[config.mk]
export PLATFORM = sky130hd
export DESIGN_NAME = usb_bulk_transactor
export DESIGN_NICKNAME = d
export VERILOG_FILES = /design/src/usb_xact_pkg.sv /design/src/usb_bulk_transactor.sv /design/src/in_data_path.sv /design/src/handshake_issuer.sv /design/src/bulk_sequencer.sv /design/src/token_match.sv
export SDC_FILE = /design/constraint.sdc
export NUM_CORES = 1
export LEC_CHECK = 0
export BUFFER_PORTS_ARGS = -buffer_cell sky130_fd_sc_hd__buf_2
export CAP_MARGIN = 15
export CORE_MARGIN = 2
export CORE_UTILIZATION = 44
export CTS_CLUSTER_DIAMETER = 50
export DETAILED_ROUTE_END_ITERATION = 7
export GPL_TIMING_DRIVEN = 1
export PLACE_DENSITY_LB_ADDON = 0.08
export RECOVER_POWER = 100
export SLEW_MARGIN = 25
export SYNTH_ARGS = -nofsm -noshare
export SYNTH_HDL_FRONTEND = slang
export SYNTH_SLANG_ARGS = --single-unit
[constraint.sdc]
create_clock -name clock -period 4.4 [get_ports clock]
set_clock_uncertainty 0.2 [all_clocks]
set_input_delay 0.88 -clock clock [delete_from_list [all_inputs] [get_ports clock]]
set_output_delay 0.88 -clock clock [all_outputs]
set_load 0.005 [all_outputs]
[src/usb_xact_pkg.sv]
package usb_xact_pkg;

  // Field widths of the token and data packets
  localparam int USB_ADDR_W = 7;
  localparam int USB_ENDP_W = 4;
  localparam int BYTE_W     = 8;

  // Token codes, as the decoder reports them
  typedef enum logic [1:0] {
    TOK_OUT   = 2'b00,
    TOK_SOF   = 2'b01,
    TOK_IN    = 2'b10,
    TOK_SETUP = 2'b11
  } tok_type_t;

  // Handshake codes, shared by the decoder and the encoder
  typedef enum logic [1:0] {
    HSK_ACK = 2'b00,
    HSK_NAK = 2'b10
  } hsk_type_t;

  // Data packet types, selected by the toggle bit
  typedef enum logic [1:0] {
    DATA0 = 2'b00,
    DATA1 = 2'b10
  } data_pid_t;

  // Bulk transfer sequencer states
  typedef enum logic [2:0] {
    BLK_IDLE, BLK_DATI_TX, BLK_DATI_ZDP, BLK_DATI_ACK,
    BLK_DATO_RX, BLK_DATO_ERR, BLK_DATO_HSK, BLK_DONE
  } blk_state_t;

endpackage
[src/usb_bulk_transactor.sv]
`timescale 1ns/100ps

module usb_bulk_transactor import usb_xact_pkg::*; #(
  parameter int unsigned BULK_ENDPOINT = 1
) (
  input  logic                  clock,
  input  logic                  reset,
  input  logic [USB_ADDR_W-1:0] usb_addr_i,
  // Decoder tokens and host handshakes
  input  logic                  tok_recv_i,
  input  logic [1:0]            tok_type_i,
  input  logic [USB_ADDR_W-1:0] tok_addr_i,
  input  logic [USB_ENDP_W-1:0] tok_endp_i,
  input  logic                  hsk_recv_i,
  input  logic [1:0]            hsk_type_i,
  // Encoder handshake and data requests
  output logic                  hsk_send_o,
  output logic [1:0]            hsk_type_o,
  input  logic                  hsk_sent_i,
  output logic                  usb_send_o,
  output logic [1:0]            usb_type_o,
  output logic                  usb_zero_o,
  input  logic                  usb_busy_i,
  // Decoder and encoder byte streams
  input  logic                  usb_tvalid_i,
  output logic                  usb_tready_o,
  input  logic                  usb_tlast_i,
  input  logic [BYTE_W-1:0]     usb_tdata_i,
  output logic                  usb_tvalid_o,
  input  logic                  usb_tready_i,
  output logic                  usb_tlast_o,
  output logic [BYTE_W-1:0]     usb_tdata_o,
  // Bulk sink and source
  output logic                  blk_tvalid_o,
  input  logic                  blk_tready_i,
  output logic                  blk_tlast_o,
  output logic [BYTE_W-1:0]     blk_tdata_o,
  input  logic                  blk_out_ready_i,
  input  logic                  blk_tvalid_i,
  output logic                  blk_tready_o,
  input  logic                  blk_tlast_i,
  input  logic [BYTE_W-1:0]     blk_tdata_i,
  input  logic                  blk_in_ready_i,
  output logic                  blk_cycle_o
);

  logic xfer_start, xfer_in, busy;
  logic hsk_req, hsk_nak;
  logic tx_load, tx_zero, tx_en, data_odd;
  logic tx_last_done, tx_zero_done;

  token_match #(.BULK_ENDPOINT(BULK_ENDPOINT)) i_token_match (
    .clock, .reset, .usb_addr_i, .tok_recv_i, .tok_type_i, .tok_addr_i, .tok_endp_i,
    .busy_i(busy), .start_o(xfer_start), .in_o(xfer_in)
  );

  bulk_sequencer i_bulk_sequencer (
    .clock, .reset, .start_i(xfer_start), .in_i(xfer_in), .blk_in_ready_i, .blk_out_ready_i,
    .usb_tvalid_i, .usb_tready_o, .usb_tlast_i, .usb_tdata_i, .hsk_recv_i, .hsk_type_i,
    .hsk_sent_i, .tx_last_done_i(tx_last_done), .tx_zero_done_i(tx_zero_done),
    .blk_tvalid_o, .blk_tready_i, .blk_tlast_o, .blk_tdata_o, .blk_cycle_o,
    .busy_o(busy), .hsk_req_o(hsk_req), .hsk_nak_o(hsk_nak), .tx_load_o(tx_load),
    .tx_zero_o(tx_zero), .tx_en_o(tx_en), .data_odd_o(data_odd)
  );

  handshake_issuer i_handshake_issuer (
    .clock, .reset, .hsk_req_i(hsk_req), .hsk_nak_i(hsk_nak), .hsk_sent_i,
    .hsk_send_o, .hsk_type_o
  );

  in_data_path i_in_data_path (
    .clock, .reset, .tx_load_i(tx_load), .tx_zero_i(tx_zero), .tx_en_i(tx_en),
    .data_odd_i(data_odd), .blk_tvalid_i, .blk_tready_o, .blk_tlast_i, .blk_tdata_i,
    .usb_tvalid_o, .usb_tready_i, .usb_tlast_o, .usb_tdata_o, .usb_send_o, .usb_type_o,
    .usb_zero_o, .usb_busy_i, .tx_last_done_o(tx_last_done), .tx_zero_done_o(tx_zero_done)
  );

endmodule

[src/in_data_path.sv]
`timescale 1ns/100ps

module in_data_path import usb_xact_pkg::*; (
  input  logic              clock,
  input  logic              reset,

  // Controls from the sequencer
  input  logic              tx_load_i,
  input  logic              tx_zero_i,
  input  logic              tx_en_i,
  input  logic              data_odd_i,

  // Bulk source stream
  input  logic              blk_tvalid_i,
  output logic              blk_tready_o,
  input  logic              blk_tlast_i,
  input  logic [BYTE_W-1:0] blk_tdata_i,

  // Encoder stream and send request
  output logic              usb_tvalid_o,
  input  logic              usb_tready_i,
  output logic              usb_tlast_o,
  output logic [BYTE_W-1:0] usb_tdata_o,
  output logic              usb_send_o,
  output logic [1:0]        usb_type_o,
  output logic              usb_zero_o,
  input  logic              usb_busy_i,

  output logic              tx_last_done_o,
  output logic              tx_zero_done_o
);

  logic              send_q;
  logic              zero_q;
  data_pid_t         type_q;
  logic              vld_q;
  logic              last_q;
  logic [BYTE_W-1:0] data_q;
  logic              got_last_q;
  logic              take;

  // Send request held until the encoder goes busy
  always_ff @(posedge clock) begin
    if (reset) begin
      send_q <= 1'b0;
    end else if (send_q) begin
      if (usb_busy_i) begin
        send_q <= 1'b0;
      end
    end else if (tx_load_i) begin
      send_q <= 1'b1;
    end
  end

  // Packet type and zero flag, fixed for the whole packet
  always_ff @(posedge clock) begin
    if (tx_load_i && !send_q) begin
      zero_q <= tx_zero_i;
      type_q <= data_odd_i ? DATA1 : DATA0;
    end
  end

  // Stage refills when empty or draining, and stops after the last byte
  assign blk_tready_o = tx_en_i && !got_last_q && (!vld_q || usb_tready_i);
  assign take         = blk_tvalid_i && blk_tready_o;

  always_ff @(posedge clock) begin
    if (reset) begin
      vld_q <= 1'b0;
    end else if (take) begin
      vld_q <= 1'b1;
    end else if (usb_tready_i) begin
      vld_q <= 1'b0;
    end
  end

  always_ff @(posedge clock) begin
    if (take) begin
      data_q <= blk_tdata_i;
      last_q <= blk_tlast_i;
    end
  end

  // Blocks the next packet's bytes until the transfer ends
  always_ff @(posedge clock) begin
    if (reset || !tx_en_i) begin
      got_last_q <= 1'b0;
    end else if (take && blk_tlast_i) begin
      got_last_q <= 1'b1;
    end
  end

  assign usb_tvalid_o = vld_q;
  assign usb_tlast_o  = last_q;
  assign usb_tdata_o  = data_q;
  assign usb_send_o   = send_q;
  assign usb_type_o   = type_q;
  assign usb_zero_o   = zero_q;

  assign tx_last_done_o = vld_q && usb_tready_i && last_q;
  assign tx_zero_done_o = send_q && zero_q && usb_busy_i;

endmodule

[src/handshake_issuer.sv]
`timescale 1ns/100ps

module handshake_issuer import usb_xact_pkg::*; (
  input  logic       clock,
  input  logic       reset,

  // Request from the sequencer
  input  logic       hsk_req_i,
  input  logic       hsk_nak_i,

  // Encoder side
  input  logic       hsk_sent_i,
  output logic       hsk_send_o,
  output logic [1:0] hsk_type_o
);

  logic      send_q;
  hsk_type_t type_q;
  logic      accept;

  // New requests are taken only while nothing is held
  assign accept = hsk_req_i && !send_q;

  // Send request, dropped the cycle after the sent pulse
  always_ff @(posedge clock) begin
    if (reset) begin
      send_q <= 1'b0;
    end else if (send_q) begin
      if (hsk_sent_i) begin
        send_q <= 1'b0;
      end
    end else if (hsk_req_i) begin
      send_q <= 1'b1;
    end
  end

  // Handshake code, captured with the request
  always_ff @(posedge clock) begin
    if (accept) begin
      type_q <= hsk_nak_i ? HSK_NAK : HSK_ACK;
    end
  end

  assign hsk_send_o = send_q;
  assign hsk_type_o = type_q;

endmodule

[src/bulk_sequencer.sv]
`timescale 1ns/100ps

module bulk_sequencer import usb_xact_pkg::*; (
  input  logic              clock,
  input  logic              reset,

  // Transfer start from the token matcher
  input  logic              start_i,
  input  logic              in_i,

  // Endpoint buffer status
  input  logic              blk_in_ready_i,
  input  logic              blk_out_ready_i,

  // Received stream from the decoder
  input  logic              usb_tvalid_i,
  output logic              usb_tready_o,
  input  logic              usb_tlast_i,
  input  logic [BYTE_W-1:0] usb_tdata_i,

  // Handshakes from the host and to the encoder
  input  logic              hsk_recv_i,
  input  logic [1:0]        hsk_type_i,
  input  logic              hsk_sent_i,

  // Completion flags from the IN data path
  input  logic              tx_last_done_i,
  input  logic              tx_zero_done_i,

  // Bulk sink stream
  output logic              blk_tvalid_o,
  input  logic              blk_tready_i,
  output logic              blk_tlast_o,
  output logic [BYTE_W-1:0] blk_tdata_o,

  output logic              blk_cycle_o,
  output logic              busy_o,
  output logic              hsk_req_o,
  output logic              hsk_nak_o,
  output logic              tx_load_o,
  output logic              tx_zero_o,
  output logic              tx_en_o,
  output logic              data_odd_o
);

  blk_state_t state;
  logic       odd_q;
  logic       nak_q;
  logic       load_q;
  logic       rx_last;

  // Last byte of the OUT packet leaves the decoder
  assign rx_last = usb_tvalid_i && usb_tready_o && usb_tlast_i;

  always_ff @(posedge clock) begin
    if (reset) begin
      state <= BLK_IDLE;
    end else begin
      case (state)
        BLK_IDLE: begin
          // Pick the data or fallback path from the buffer status
          if (start_i && in_i) begin
            state <= blk_in_ready_i ? BLK_DATI_TX : BLK_DATI_ZDP;
          end else if (start_i) begin
            state <= blk_out_ready_i ? BLK_DATO_RX : BLK_DATO_ERR;
          end
        end
        // IN data runs until the encoder takes the last byte
        BLK_DATI_TX: if (tx_last_done_i) state <= BLK_DATI_ACK;
        BLK_DATI_ZDP: if (tx_zero_done_i) state <= BLK_DATI_ACK;
        // Any host handshake closes the IN transfer
        BLK_DATI_ACK: if (hsk_recv_i) state <= BLK_DONE;
        // OUT packet, forwarded or drained
        BLK_DATO_RX, BLK_DATO_ERR: if (rx_last) state <= BLK_DATO_HSK;
        BLK_DATO_HSK: if (hsk_sent_i) state <= BLK_DONE;
        default: state <= BLK_IDLE;
      endcase
    end
  end

  // NAK is chosen at start, when the sink has no room
  always_ff @(posedge clock) begin
    if (reset) begin
      nak_q <= 1'b0;
    end else if (state == BLK_IDLE && start_i) begin
      nak_q <= !blk_out_ready_i;
    end
  end

  // Marks the first cycle of an IN transfer
  always_ff @(posedge clock) begin
    if (reset) begin
      load_q <= 1'b0;
    end else begin
      load_q <= state == BLK_IDLE && start_i && in_i;
    end
  end

  // DATA0/DATA1 toggle
  always_ff @(posedge clock) begin
    if (reset) begin
      odd_q <= 1'b0;
    end else if (state == BLK_DATI_ACK && hsk_recv_i && hsk_type_i == HSK_ACK) begin
      odd_q <= !odd_q;
    end else if (state == BLK_DATO_HSK && hsk_sent_i && !nak_q) begin
      odd_q <= !odd_q;
    end
  end

  // Sink sees bytes only in RX; ERR and idle states drain the decoder
  assign blk_tvalid_o = state == BLK_DATO_RX && usb_tvalid_i;
  assign blk_tlast_o  = usb_tlast_i;
  assign blk_tdata_o  = usb_tdata_i;
  assign usb_tready_o = state == BLK_DATO_RX ? blk_tready_i : 1'b1;

  // Cycle ends as DONE is entered, busy one cycle later
  assign blk_cycle_o = state != BLK_IDLE && state != BLK_DONE;
  assign busy_o      = state != BLK_IDLE;

  // Handshake request, held for the whole HSK state
  assign hsk_req_o = state == BLK_DATO_HSK;
  assign hsk_nak_o = nak_q;

  // IN side controls
  assign tx_load_o  = load_q;
  assign tx_zero_o  = state == BLK_DATI_ZDP;
  assign tx_en_o    = state == BLK_DATI_TX;
  assign data_odd_o = odd_q;

endmodule

[src/token_match.sv]
`timescale 1ns/100ps

module token_match import usb_xact_pkg::*; #(
  parameter int unsigned BULK_ENDPOINT = 1
) (
  input  logic                  clock,
  input  logic                  reset,

  // Address assigned to this device
  input  logic [USB_ADDR_W-1:0] usb_addr_i,

  // Decoded token, valid while tok_recv_i is high
  input  logic                  tok_recv_i,
  input  logic [1:0]            tok_type_i,
  input  logic [USB_ADDR_W-1:0] tok_addr_i,
  input  logic [USB_ENDP_W-1:0] tok_endp_i,

  // Sequencer is running a transfer
  input  logic                  busy_i,

  output logic                  start_o,
  output logic                  in_o
);

  logic addr_hit;
  logic endp_hit;
  logic type_hit;
  logic match;
  logic start_q;
  logic in_q;

  // Only IN and OUT tokens on the bulk endpoint start a transfer
  assign addr_hit = tok_addr_i == usb_addr_i;
  assign endp_hit = tok_endp_i == USB_ENDP_W'(BULK_ENDPOINT);
  assign type_hit = tok_type_i == TOK_IN || tok_type_i == TOK_OUT;

  // A pending start counts as busy, so back-to-back tokens give one start
  assign match = tok_recv_i && addr_hit && endp_hit && type_hit && !busy_i && !start_q;

  // One-cycle start pulse, one cycle after the token
  always_ff @(posedge clock) begin
    if (reset) begin
      start_q <= 1'b0;
    end else begin
      start_q <= match;
    end
  end

  // Direction of the matched token, held until the next match
  always_ff @(posedge clock) begin
    if (match) begin
      in_q <= tok_type_i == TOK_IN;
    end
  end

  assign start_o = start_q;
  assign in_o    = in_q;

endmodule

Word-level counts from Yosys, hierarchy flattened:

Index checks and enable logic that the tools add are counted.

* register bits after elaboration: 26
* bits in latches: 0
* RAM bits: 0
* ROM bits: 0
* input bits: 52
* output and inout bits: 30
* memories: 0

* add/sub/neg operators: 0
* $mul: 0
* div/mod/pow operators: 0
* magnitude comparators: 0
* eq/ne operators: 16
* shifts and indexed selects: 0
* muxes and demuxes: 23
* bitwise operators: 0
* reductions and logical operators: 47

Operators with widths (number)
* 1-bit logical AND: 26
* 3-bit 2-to-1 mux: 7
* 3-bit one-hot mux with 6 select lines: 1
* 1-bit 2-to-1 mux: 12
* 1-bit zero test: 10
* 3-bit equality test, second input constant: 3
* 2-bit != test, second input constant: 4
* 7-bit equality test: 1
* 3-bit by 2-bit equality test with 1-bit output, second input constant: 2
* 2-bit 2-to-1 mux: 3
* 6-bit AND reduction: 1
* 4-bit by 1-bit equality test with 1-bit output, second input constant: 1
* 2-bit zero test: 2
* 2-bit nonzero test: 2
* 3-bit by 1-bit equality test with 1-bit output, second input constant: 1
* 3-bit zero test: 1
* 1-bit logical OR: 3
* 3-bit by 2-bit != test with 1-bit output, second input constant: 1
* 3-bit != test, second input constant: 1
* 3-bit nonzero test: 1
* 2-bit equality test, second input constant: 1
* 2-bit by 1-bit != test with 1-bit output, second input constant: 1
* 2-bit OR reduction: 1

Depth between registers and ports, before layout:

Gate-level depths: netlist of the first run.

* word-level depth: 6
* depth in mapped cells: 5
* depth with buffers taken out: 4

By module:

From an unflattened synthesis of the first run, not the netlist that was laid out.

* cells, all modules: 114
* area, all modules: 1261.2 um^2

By module, submodules not included
* bulk_sequencer: instances 1, cells each 61, area an instance 511.7 um^2, seq. area each 120.1 um^2
* in_data_path: instances 1, cells each 29, area an instance 501.7 um^2, seq. area each 390.4 um^2
* token_match: instances 1, cells each 17, area an instance 166.4 um^2, seq. area each 50.0 um^2
* handshake_issuer: instances 1, cells each 7, area an instance 81.3 um^2, seq. area each 50.0 um^2

Worst setup path after synthesis of the first run:

No wires, ideal clock.

* path type: in2out
* from: input blk_tready_i
* to: output usb_tready_o
* data arrival time: 1.492 ns
* path slack: 1.828 ns
* stages on the path: 1
* cells stage by stage: or4b_2

* longest elaborated chain between the ends: 1

RTL lines
* start: declaration: RTL line usb_bulk_transactor.sv:35 `input logic blk_tready_i,`
* 1-bit 2-to-1 mux: RTL line bulk_sequencer.sv:114 `assign usb_tready_o = state == BLK_DATO_RX ? blk_tready_i : 1'b1;`
* end: declaration: RTL line usb_bulk_transactor.sv:26 `output logic usb_tready_o,`

Every way passes these cells.

Worst setup path in the final report of the first run:

* from: register i_bulk_sequencer.state[0]
* to: register i_in_data_path.got_last_q

* longest elaborated chain between the ends: 5

RTL lines
* start: declaration: RTL line bulk_sequencer.sv:46 `blk_state_t state;`
* start signal: assignment: RTL line bulk_sequencer.sv:63 `state <= blk_in_ready_i ? BLK_DATI_TX : BLK_DATI_ZDP;`
* start signal: assignment: RTL line bulk_sequencer.sv:65 `state <= blk_out_ready_i ? BLK_DATO_RX : BLK_DATO_ERR;`
* 3-bit by 1-bit equality test with 1-bit output: RTL line bulk_sequencer.sv:127 `assign tx_en_o = state == BLK_DATI_TX;`
* 1-bit logical AND (2 in series): RTL line in_data_path.sv:64 `assign blk_tready_o = tx_en_i && !got_last_q && (!vld_q || usb_tready_i);`
* 1-bit logical AND: RTL line in_data_path.sv:65 `assign take = blk_tvalid_i && blk_tready_o;`
* via i_in_data_path.take: RTL line in_data_path.sv:40 `logic take;`
* 1-bit logical AND: RTL line in_data_path.sv:88 `end else if (take && blk_tlast_i) begin`
* end signal: assignment: RTL line in_data_path.sv:87 `got_last_q <= 1'b0;`
* end signal: assignment: RTL line in_data_path.sv:89 `got_last_q <= 1'b1;`
* end: declaration: RTL line in_data_path.sv:39 `logic got_last_q;`

The timed path passes the listed nets, and every way through them passes these cells.
A chain may end at the register's enable or synchronous reset.

==> results of run 1 <==
-- worst max-delay path, cell delays in order, from the launching register on --
cell,delay [ps]
dfxtp_1,620
or3b_1,460
nor4b_1,1610
a21oi_1,200
nor3_1,180
-- synthesized netlist by cell type (all sizes together) (2+ instances only) --
library cell and instances:
nor2 11, nand4 2, nor4b 3, buf 14
nor3 4, edfxtp 13, and3 3, nor2b 6
nand2 5, o21ai 2, inv 2, nand3 3
dfxtp 11, a311oi 3, nor4 2, xnor2 7
a21oi 3
-- area by class of cell --
type / count / area (um^2) / share of cell area [%]
Tap cell: 31 / 38.8 / 2.63
Sequential cell: 24 / 611 / 41.4
Multi-Input combinational cell: 75 / 488 / 33.1
Clock buffer: 4 / 26.3 / 1.78
Timing Repair Buffer: 63 / 304 / 20.6
Inverter: 2 / 7.51 / 0.509
-- layer usage --
layer / vias up / GRT usage (%) / wire length (um)
li1: 521 / - / -
met1: 479 / 21.0 / 1080
met2: 52 / 28.6 / 1330
met3: 4 / 4.84 / 246
met4: 0 / 7.31 / 17
met5: - / 0 / 0
-- worst paths after layout --
path | to | slack [ps]
worst max-delay path | i_in_data_path.got_last_q$_SDFFE_PP0P_ | 1050
worst min-delay path | i_in_data_path.usb_type_o[1]$_DFFE_PP_ | 280
worst max register to register | i_in_data_path.got_last_q$_SDFFE_PP0P_ | 1050
worst min register to register | i_in_data_path.usb_type_o[1]$_DFFE_PP_ | 280
-- logic make-up (layout without fill, tap and decap cells) --
group,Yosys count,after routing,share of synthesized area [%]
other cells,1,2,0.306
mux,1,1,0.918
buf+inv,17,69,8.88
simple gates,46,46,23.1
compound gates,19,19,12.0
flops,24,24,49.8
xor+xnor,7,7,5.00
-- power breakdown --
group          total, mW  internal, mW  leakage [nW]  switching, mW
combinational      0.216         0.106         0.385          0.109
clock             0.0967        0.0353        0.0150         0.0614
sequential         0.310         0.264         0.209         0.0455
total              0.622         0.406         0.609          0.216
-- metrics by stage --
stage | instance area [um^2] | setup WS (ps) | instances | hold slack (ps) | utilization (%)
2_1_floorplan | 1230 | 1830 | 116 | 223 | -
3_3_place_gp | 1480 | 1610 | 195 | 230 | 54.7
3_5_place_dp | 1480 | 1590 | 195 | 252 | 54.7
4_1_cts | 1510 | 1560 | 199 | 287 | 55.7
5_1_grt | 1480 | 808 | 199 | 304 | 54.4
6_report | 1480 | 1050 | 199 | 281 | 54.4
==> flow_metrics.py, run 1 <==
metrics = {
    "sta": {
        "tightest_slew_ps": 2020,
        "finalSetupViolCount": 0,
        "timing.final.crit_period_ps": 3350,
        "slew-limit-headroom_pct": -36.6,
        "setup-tns-final_ps": 0,
        "rsz0062_at_grt": "false",
        "drv_slew": 12,
        "hold_viol": 0,
        "fmax_ghz": 0.299,
        "post-route-period-util_pct": 76.1,
    },
    "die": {
        "initial_utilization_pct": 45.2,
        "std_cell_rows": 19,
        "io_pins": 82,
        "die_area_um2": 3230,
        "dieHeight_um": 56.8,
        "core_um2": 2710,
        "chipWidth_um": 56.8,
    },
    "min_path": {
        "hp-start": "i_bulk_sequencer.data_odd_o$_SDFFE_PP0P_",
        "worstHoldPathType": "flop to flop",
        "min_delay_path_depth": 0,
    },
    "cts": {
        "clkSinkCount": 24,
        "clk-insertion-delay-late_ps": 300,
        "clockBufferDepth": 2,
        "clk_pin_slew_ps": 120,
        "cts_tree": "built",
        "cts-root-buf": "clkbuf_4",
        "cts_htree_levels": 1,
        "cts_resized": 0,
        "hold_buffers": 0,
        "cts_setup_buffers": 0,
        "cts_inserted_buffers": 3,
    },
    "run_status": {
        "status": "complete, but fails checks",
        "violations": "max-capacitance violations, max-slew violations",
    },
    "critical_path": {
        "cp.arrival_ps": 3380,
        "r2r_start": "i_bulk_sequencer.state[0]$_SDFFE_PP0P_",
        "crit_required_ps": 4430,
        "crit_start": "i_bulk_sequencer.state[0]$_SDFFE_PP0P_",
        "worstPathMaxFanout": 15,
        "crit_type": "flop to flop",
        "start_kind": "flop",
        "critPathCaptureType": "flop",
        "worst-r2r-cell-count": 4,
    },
    "flow_run": {
        "drv_cap": 1,
    },
    "global_route": {
        "antenna_found_initial": 0,
        "grt_pass1_vias": 1031,
        "grt_remaining_overflow": 0,
        "globalRouteTotalUtil_pct": 17.3,
        "grt_max_degree": 17,
        "grt_first_pass_wirelength_mm": 4.35,
    },
    "synthesis": {
        "synth_edf_count": 13,
        "yosysTopAreaCell": "edfxtp_1",
        "syn-cell-area_um2": 1230,
        "async_flop_share_pct": 0,
        "ys_seq_area_share_pct": 49.8,
        "synth-main-ff-cell": "edfxtp_1",
        "synth_cell_type_count": 42,
        "synth_cells": 115,
        "avgSynthCellArea_um2": 10.7,
        "synth_seq_cells": 24,
        "yosys_warnings": 0,
        "ys_top_cells_by_area": "edfxtp_1, dfxtp_1, buf_4",
        "synth.top_cell.area_share_pct": 31.8,
    },
    "detailed_routing": {
        "antenna_left": 0,
        "dr.first_iter.drc_count": 28,
        "routed_wl_mm": 2.68,
        "firstDrtPassIters": 4,
        "vias": 1056,
        "drcViolationCount": 0,
        "viasPerCell": 5.31,
        "avgRoutedWirePerCell_um": 13.4,
    },
    "power_and_ir_drop": {
        "power.density_nw_per_um2": 422,
        "ir_drop_uv": 225,
        "cellLeakagePower_nw": 0.609,
        "total_power_mw": 0.622,
    },
    "cells_and_area": {
        "fillers": 262,
        "antenna_cells": 0,
        "largest_register_ffs": 8,
        "drive_above_1_share_pct": 35.1,
        "nets": 221,
        "final_common_cell": "buf_2",
        "final_cell_mix": "buf_2, edfxtp_1, nor2_1, dfxtp_1, clkbuf_1",
        "syn_to_final_growth_pct": 20.3,
    },
    "placement": {
        "io_buffers": 63,
        "dp_hpwl_mm": 2.11,
        "finalWeightedCongestion": 0.680,
    },
}
Note: power is estimated with default switching activity, not from simulation.
==> run 2: changes to the inputs <==
--- a/config.mk
+++ b/config.mk
@@ -8,7 +8,7 @@
 export BUFFER_PORTS_ARGS = -buffer_cell sky130_fd_sc_hd__buf_2
 export CAP_MARGIN = 15
 export CORE_MARGIN = 2
-export CORE_UTILIZATION = 44
+export CORE_UTILIZATION = 37
 export CTS_CLUSTER_DIAMETER = 50
 export DETAILED_ROUTE_END_ITERATION = 7
 export GPL_TIMING_DRIVEN = 1
==> constraint.sdc (replaced) <==
create_clock -name clock -period 2.8 [get_ports clock]
set_clock_uncertainty 0.2 [all_clocks]
set_input_delay 0.56 -clock clock [delete_from_list [all_inputs] [get_ports clock]]
set_output_delay 0.56 -clock clock [all_outputs]
set_load 0.005 [all_outputs]
==> flow_metrics.py, run 2 (synthesized netlist as in run 1, its figures left out) <==
metrics = {
    "run_status": {
        "status": "finished clean",
    },
    "critical_path": {
        "cp.arrival_ps": 1780,
        "critPathTopFamily": "simple AND/OR/NAND/NOR gates",
        "endpoint": "blk_tready_o",
        "start_kind": "flop",
        "cp_num_buf_inv": 1,
        "slowest_delay_ps": 610,
        "r2r_end": "i_in_data_path.got_last_q$_SDFFE_PP0P_",
        "r2r_start": "i_bulk_sequencer.state[0]$_SDFFE_PP0P_",
        "worstPathMaxFanout": 15,
        "r2r_slack_ps": 540,
        "worst-r2r-cell-count": 4,
        "crit_required_ps": 2040,
        "critPathCaptureType": "primary output",
        "cp_slowest_cell": "dfxtp_1",
        "crit_start": "i_bulk_sequencer.state[0]$_SDFFE_PP0P_",
        "crit_type": "flop to primary output",
        "cp_num_cells": 3,
        "crit_chain": "or3b_1 > nor3_1 > clkbuf_1",
    },
    "sta": {
        "tightest_slew_ps": 664,
        "rsz0062_at_grt": "false",
        "finalSetupViolCount": 0,
        "timing.final.crit_period_ps": 2540,
        "setup_slack_ps": 263,
        "fmax_ghz": 0.394,
        "slew-limit-headroom_pct": 55.5,
        "post-route-period-util_pct": 90.6,
        "hold_viol": 0,
        "drv_slew": 0,
        "setup-tns-final_ps": 0,
    },
    "power_and_ir_drop": {
        "power.density_nw_per_um2": 708,
        "cellLeakagePower_nw": 0.609,
        "sw_frac_of_total_pct": 32.7,
        "p_int_mw": 0.728,
        "p_comb_share_pct": 32.0,
        "ir_drop_uv": 255,
        "seq_power_share_pct": 44.9,
        "switching_power_mw": 0.353,
        "clockPowerShare_pct": 23.2,
    },
    "global_route": {
        "antenna_found_initial": 0,
        "globalRouteTotalUtil_pct": 14.8,
        "grt_max_degree": 17,
        "grt_pass1_vias": 1014,
        "grt_remaining_overflow": 0,
        "grt_first_pass_wirelength_mm": 4.12,
    },
    "placement": {
        "dp_slack_ps": 539,
        "dp_hpwl_mm": 2.07,
        "finalWeightedCongestion": 0.862,
        "place_inst": 208,
        "io_buffers": 63,
    },
    "die": {
        "initial_utilization_pct": 39.5,
        "die_area_um2": 3790,
        "core_um2": 3100,
        "io_pins": 82,
        "std_cell_rows": 20,
        "chipWidth_um": 61.6,
        "dieHeight_um": 61.6,
    },
    "detailed_routing": {
        "vias": 1054,
        "routed_wl_mm": 2.66,
        "dr.first_iter.drc_count": 25,
        "viasPerCell": 4.97,
        "avgRoutedWirePerCell_um": 12.5,
        "antenna_left": 0,
        "firstDrtPassIters": 4,
        "drcViolationCount": 0,
    },
    "cells_and_area": {
        "drive_above_1_share_pct": 33.3,
        "final_common_cell": "buf_2",
        "antenna_cells": 0,
        "syn_to_final_growth_pct": 24.5,
        "final_cell_mix": "buf_2, edfxtp_1, clkbuf_1",
        "largest_register_ffs": 8,
        "nets": 221,
        "final_cells": 212,
    },
    "cts": {
        "cts_tree": "built",
        "clk-insertion-delay-late_ps": 310,
        "clockBufferDepth": 2,
        "cts_resized": 0,
        "cts_htree_levels": 1,
        "cts_setup_buffers": 0,
        "clkSinkCount": 24,
        "cts_inserted_buffers": 3,
        "clk_pin_slew_ps": 130,
        "hold_buffers": 0,
        "cts-root-buf": "clkbuf_4",
    },
    "min_path": {
        "min_delay_path_depth": 1,
        "worstHoldPathType": "primary input to flop",
    },
    "flow_run": {
        "drv_cap": 0,
    },
}
run 2: power groups by stage:
stage               Sequential, mW  Combinational [mW]  Clock [mW]
finish                       0.485               0.345       0.250
floorplan                    0.446               0.298           0
global route                 0.493               0.389       0.267
global placement             0.489               0.349           0
detailed placement           0.495               0.359           0
CTS                          0.486               0.365       0.255
run 2: cell type report:
type / instances / area (um^2)
fill: 337 / 1580
sequential: 24 / 611
multi-input combinational: 75 / 503
timing repair buffer: 63 / 298
tap: 44 / 55.1
clock inverter: 1 / 30.0
clock buffer: 3 / 22.5
inverter: 2 / 7.51
run 2: worst min-delay path by stage:
stage / slack, ps / to / from
4_1_cts: 200 / i_in_data_path.usb_tdata_o[2]$_DFFE_PP_ / blk_tdata_i[2]
6_report: 210 / i_in_data_path.usb_tdata_o[5]$_DFFE_PP_ / blk_tdata_i[5]
3_3_place_gp: 250 / i_in_data_path.usb_type_o[1]$_DFFE_PP_ / i_bulk_sequencer.data_odd_o$_SDFFE_PP0P_
2_1_floorplan: 220 / i_in_data_path.usb_type_o[1]$_DFFE_PP_ / i_bulk_sequencer.data_odd_o$_SDFFE_PP0P_
3_5_place_dp: 260 / i_in_data_path.usb_type_o[1]$_DFFE_PP_ / i_bulk_sequencer.data_odd_o$_SDFFE_PP0P_
5_1_grt: 200 / i_in_data_path.usb_tdata_o[7]$_DFFE_PP_ / blk_tdata_i[7]
run 2: metal layers:
layer / track usage, % / share of wire, %
met3: 2.73 / 7.1
met5: 0 / 0
met1: 16.4 / 40
met4: 8.51 / 2.6
met2: 26.2 / 50
run 2: per-stage QoR:
stage	cell area (um^2)	total power [mW]	utilization, %	hold slack [ps]
floorplan	1230	0.744	-	223
global placement	1500	0.838	48.3	245
detailed placement	1500	0.854	48.3	260
CTS	1550	1.11	50.0	204
global route	1530	1.15	49.2	196
finish	1530	1.08	49.2	208
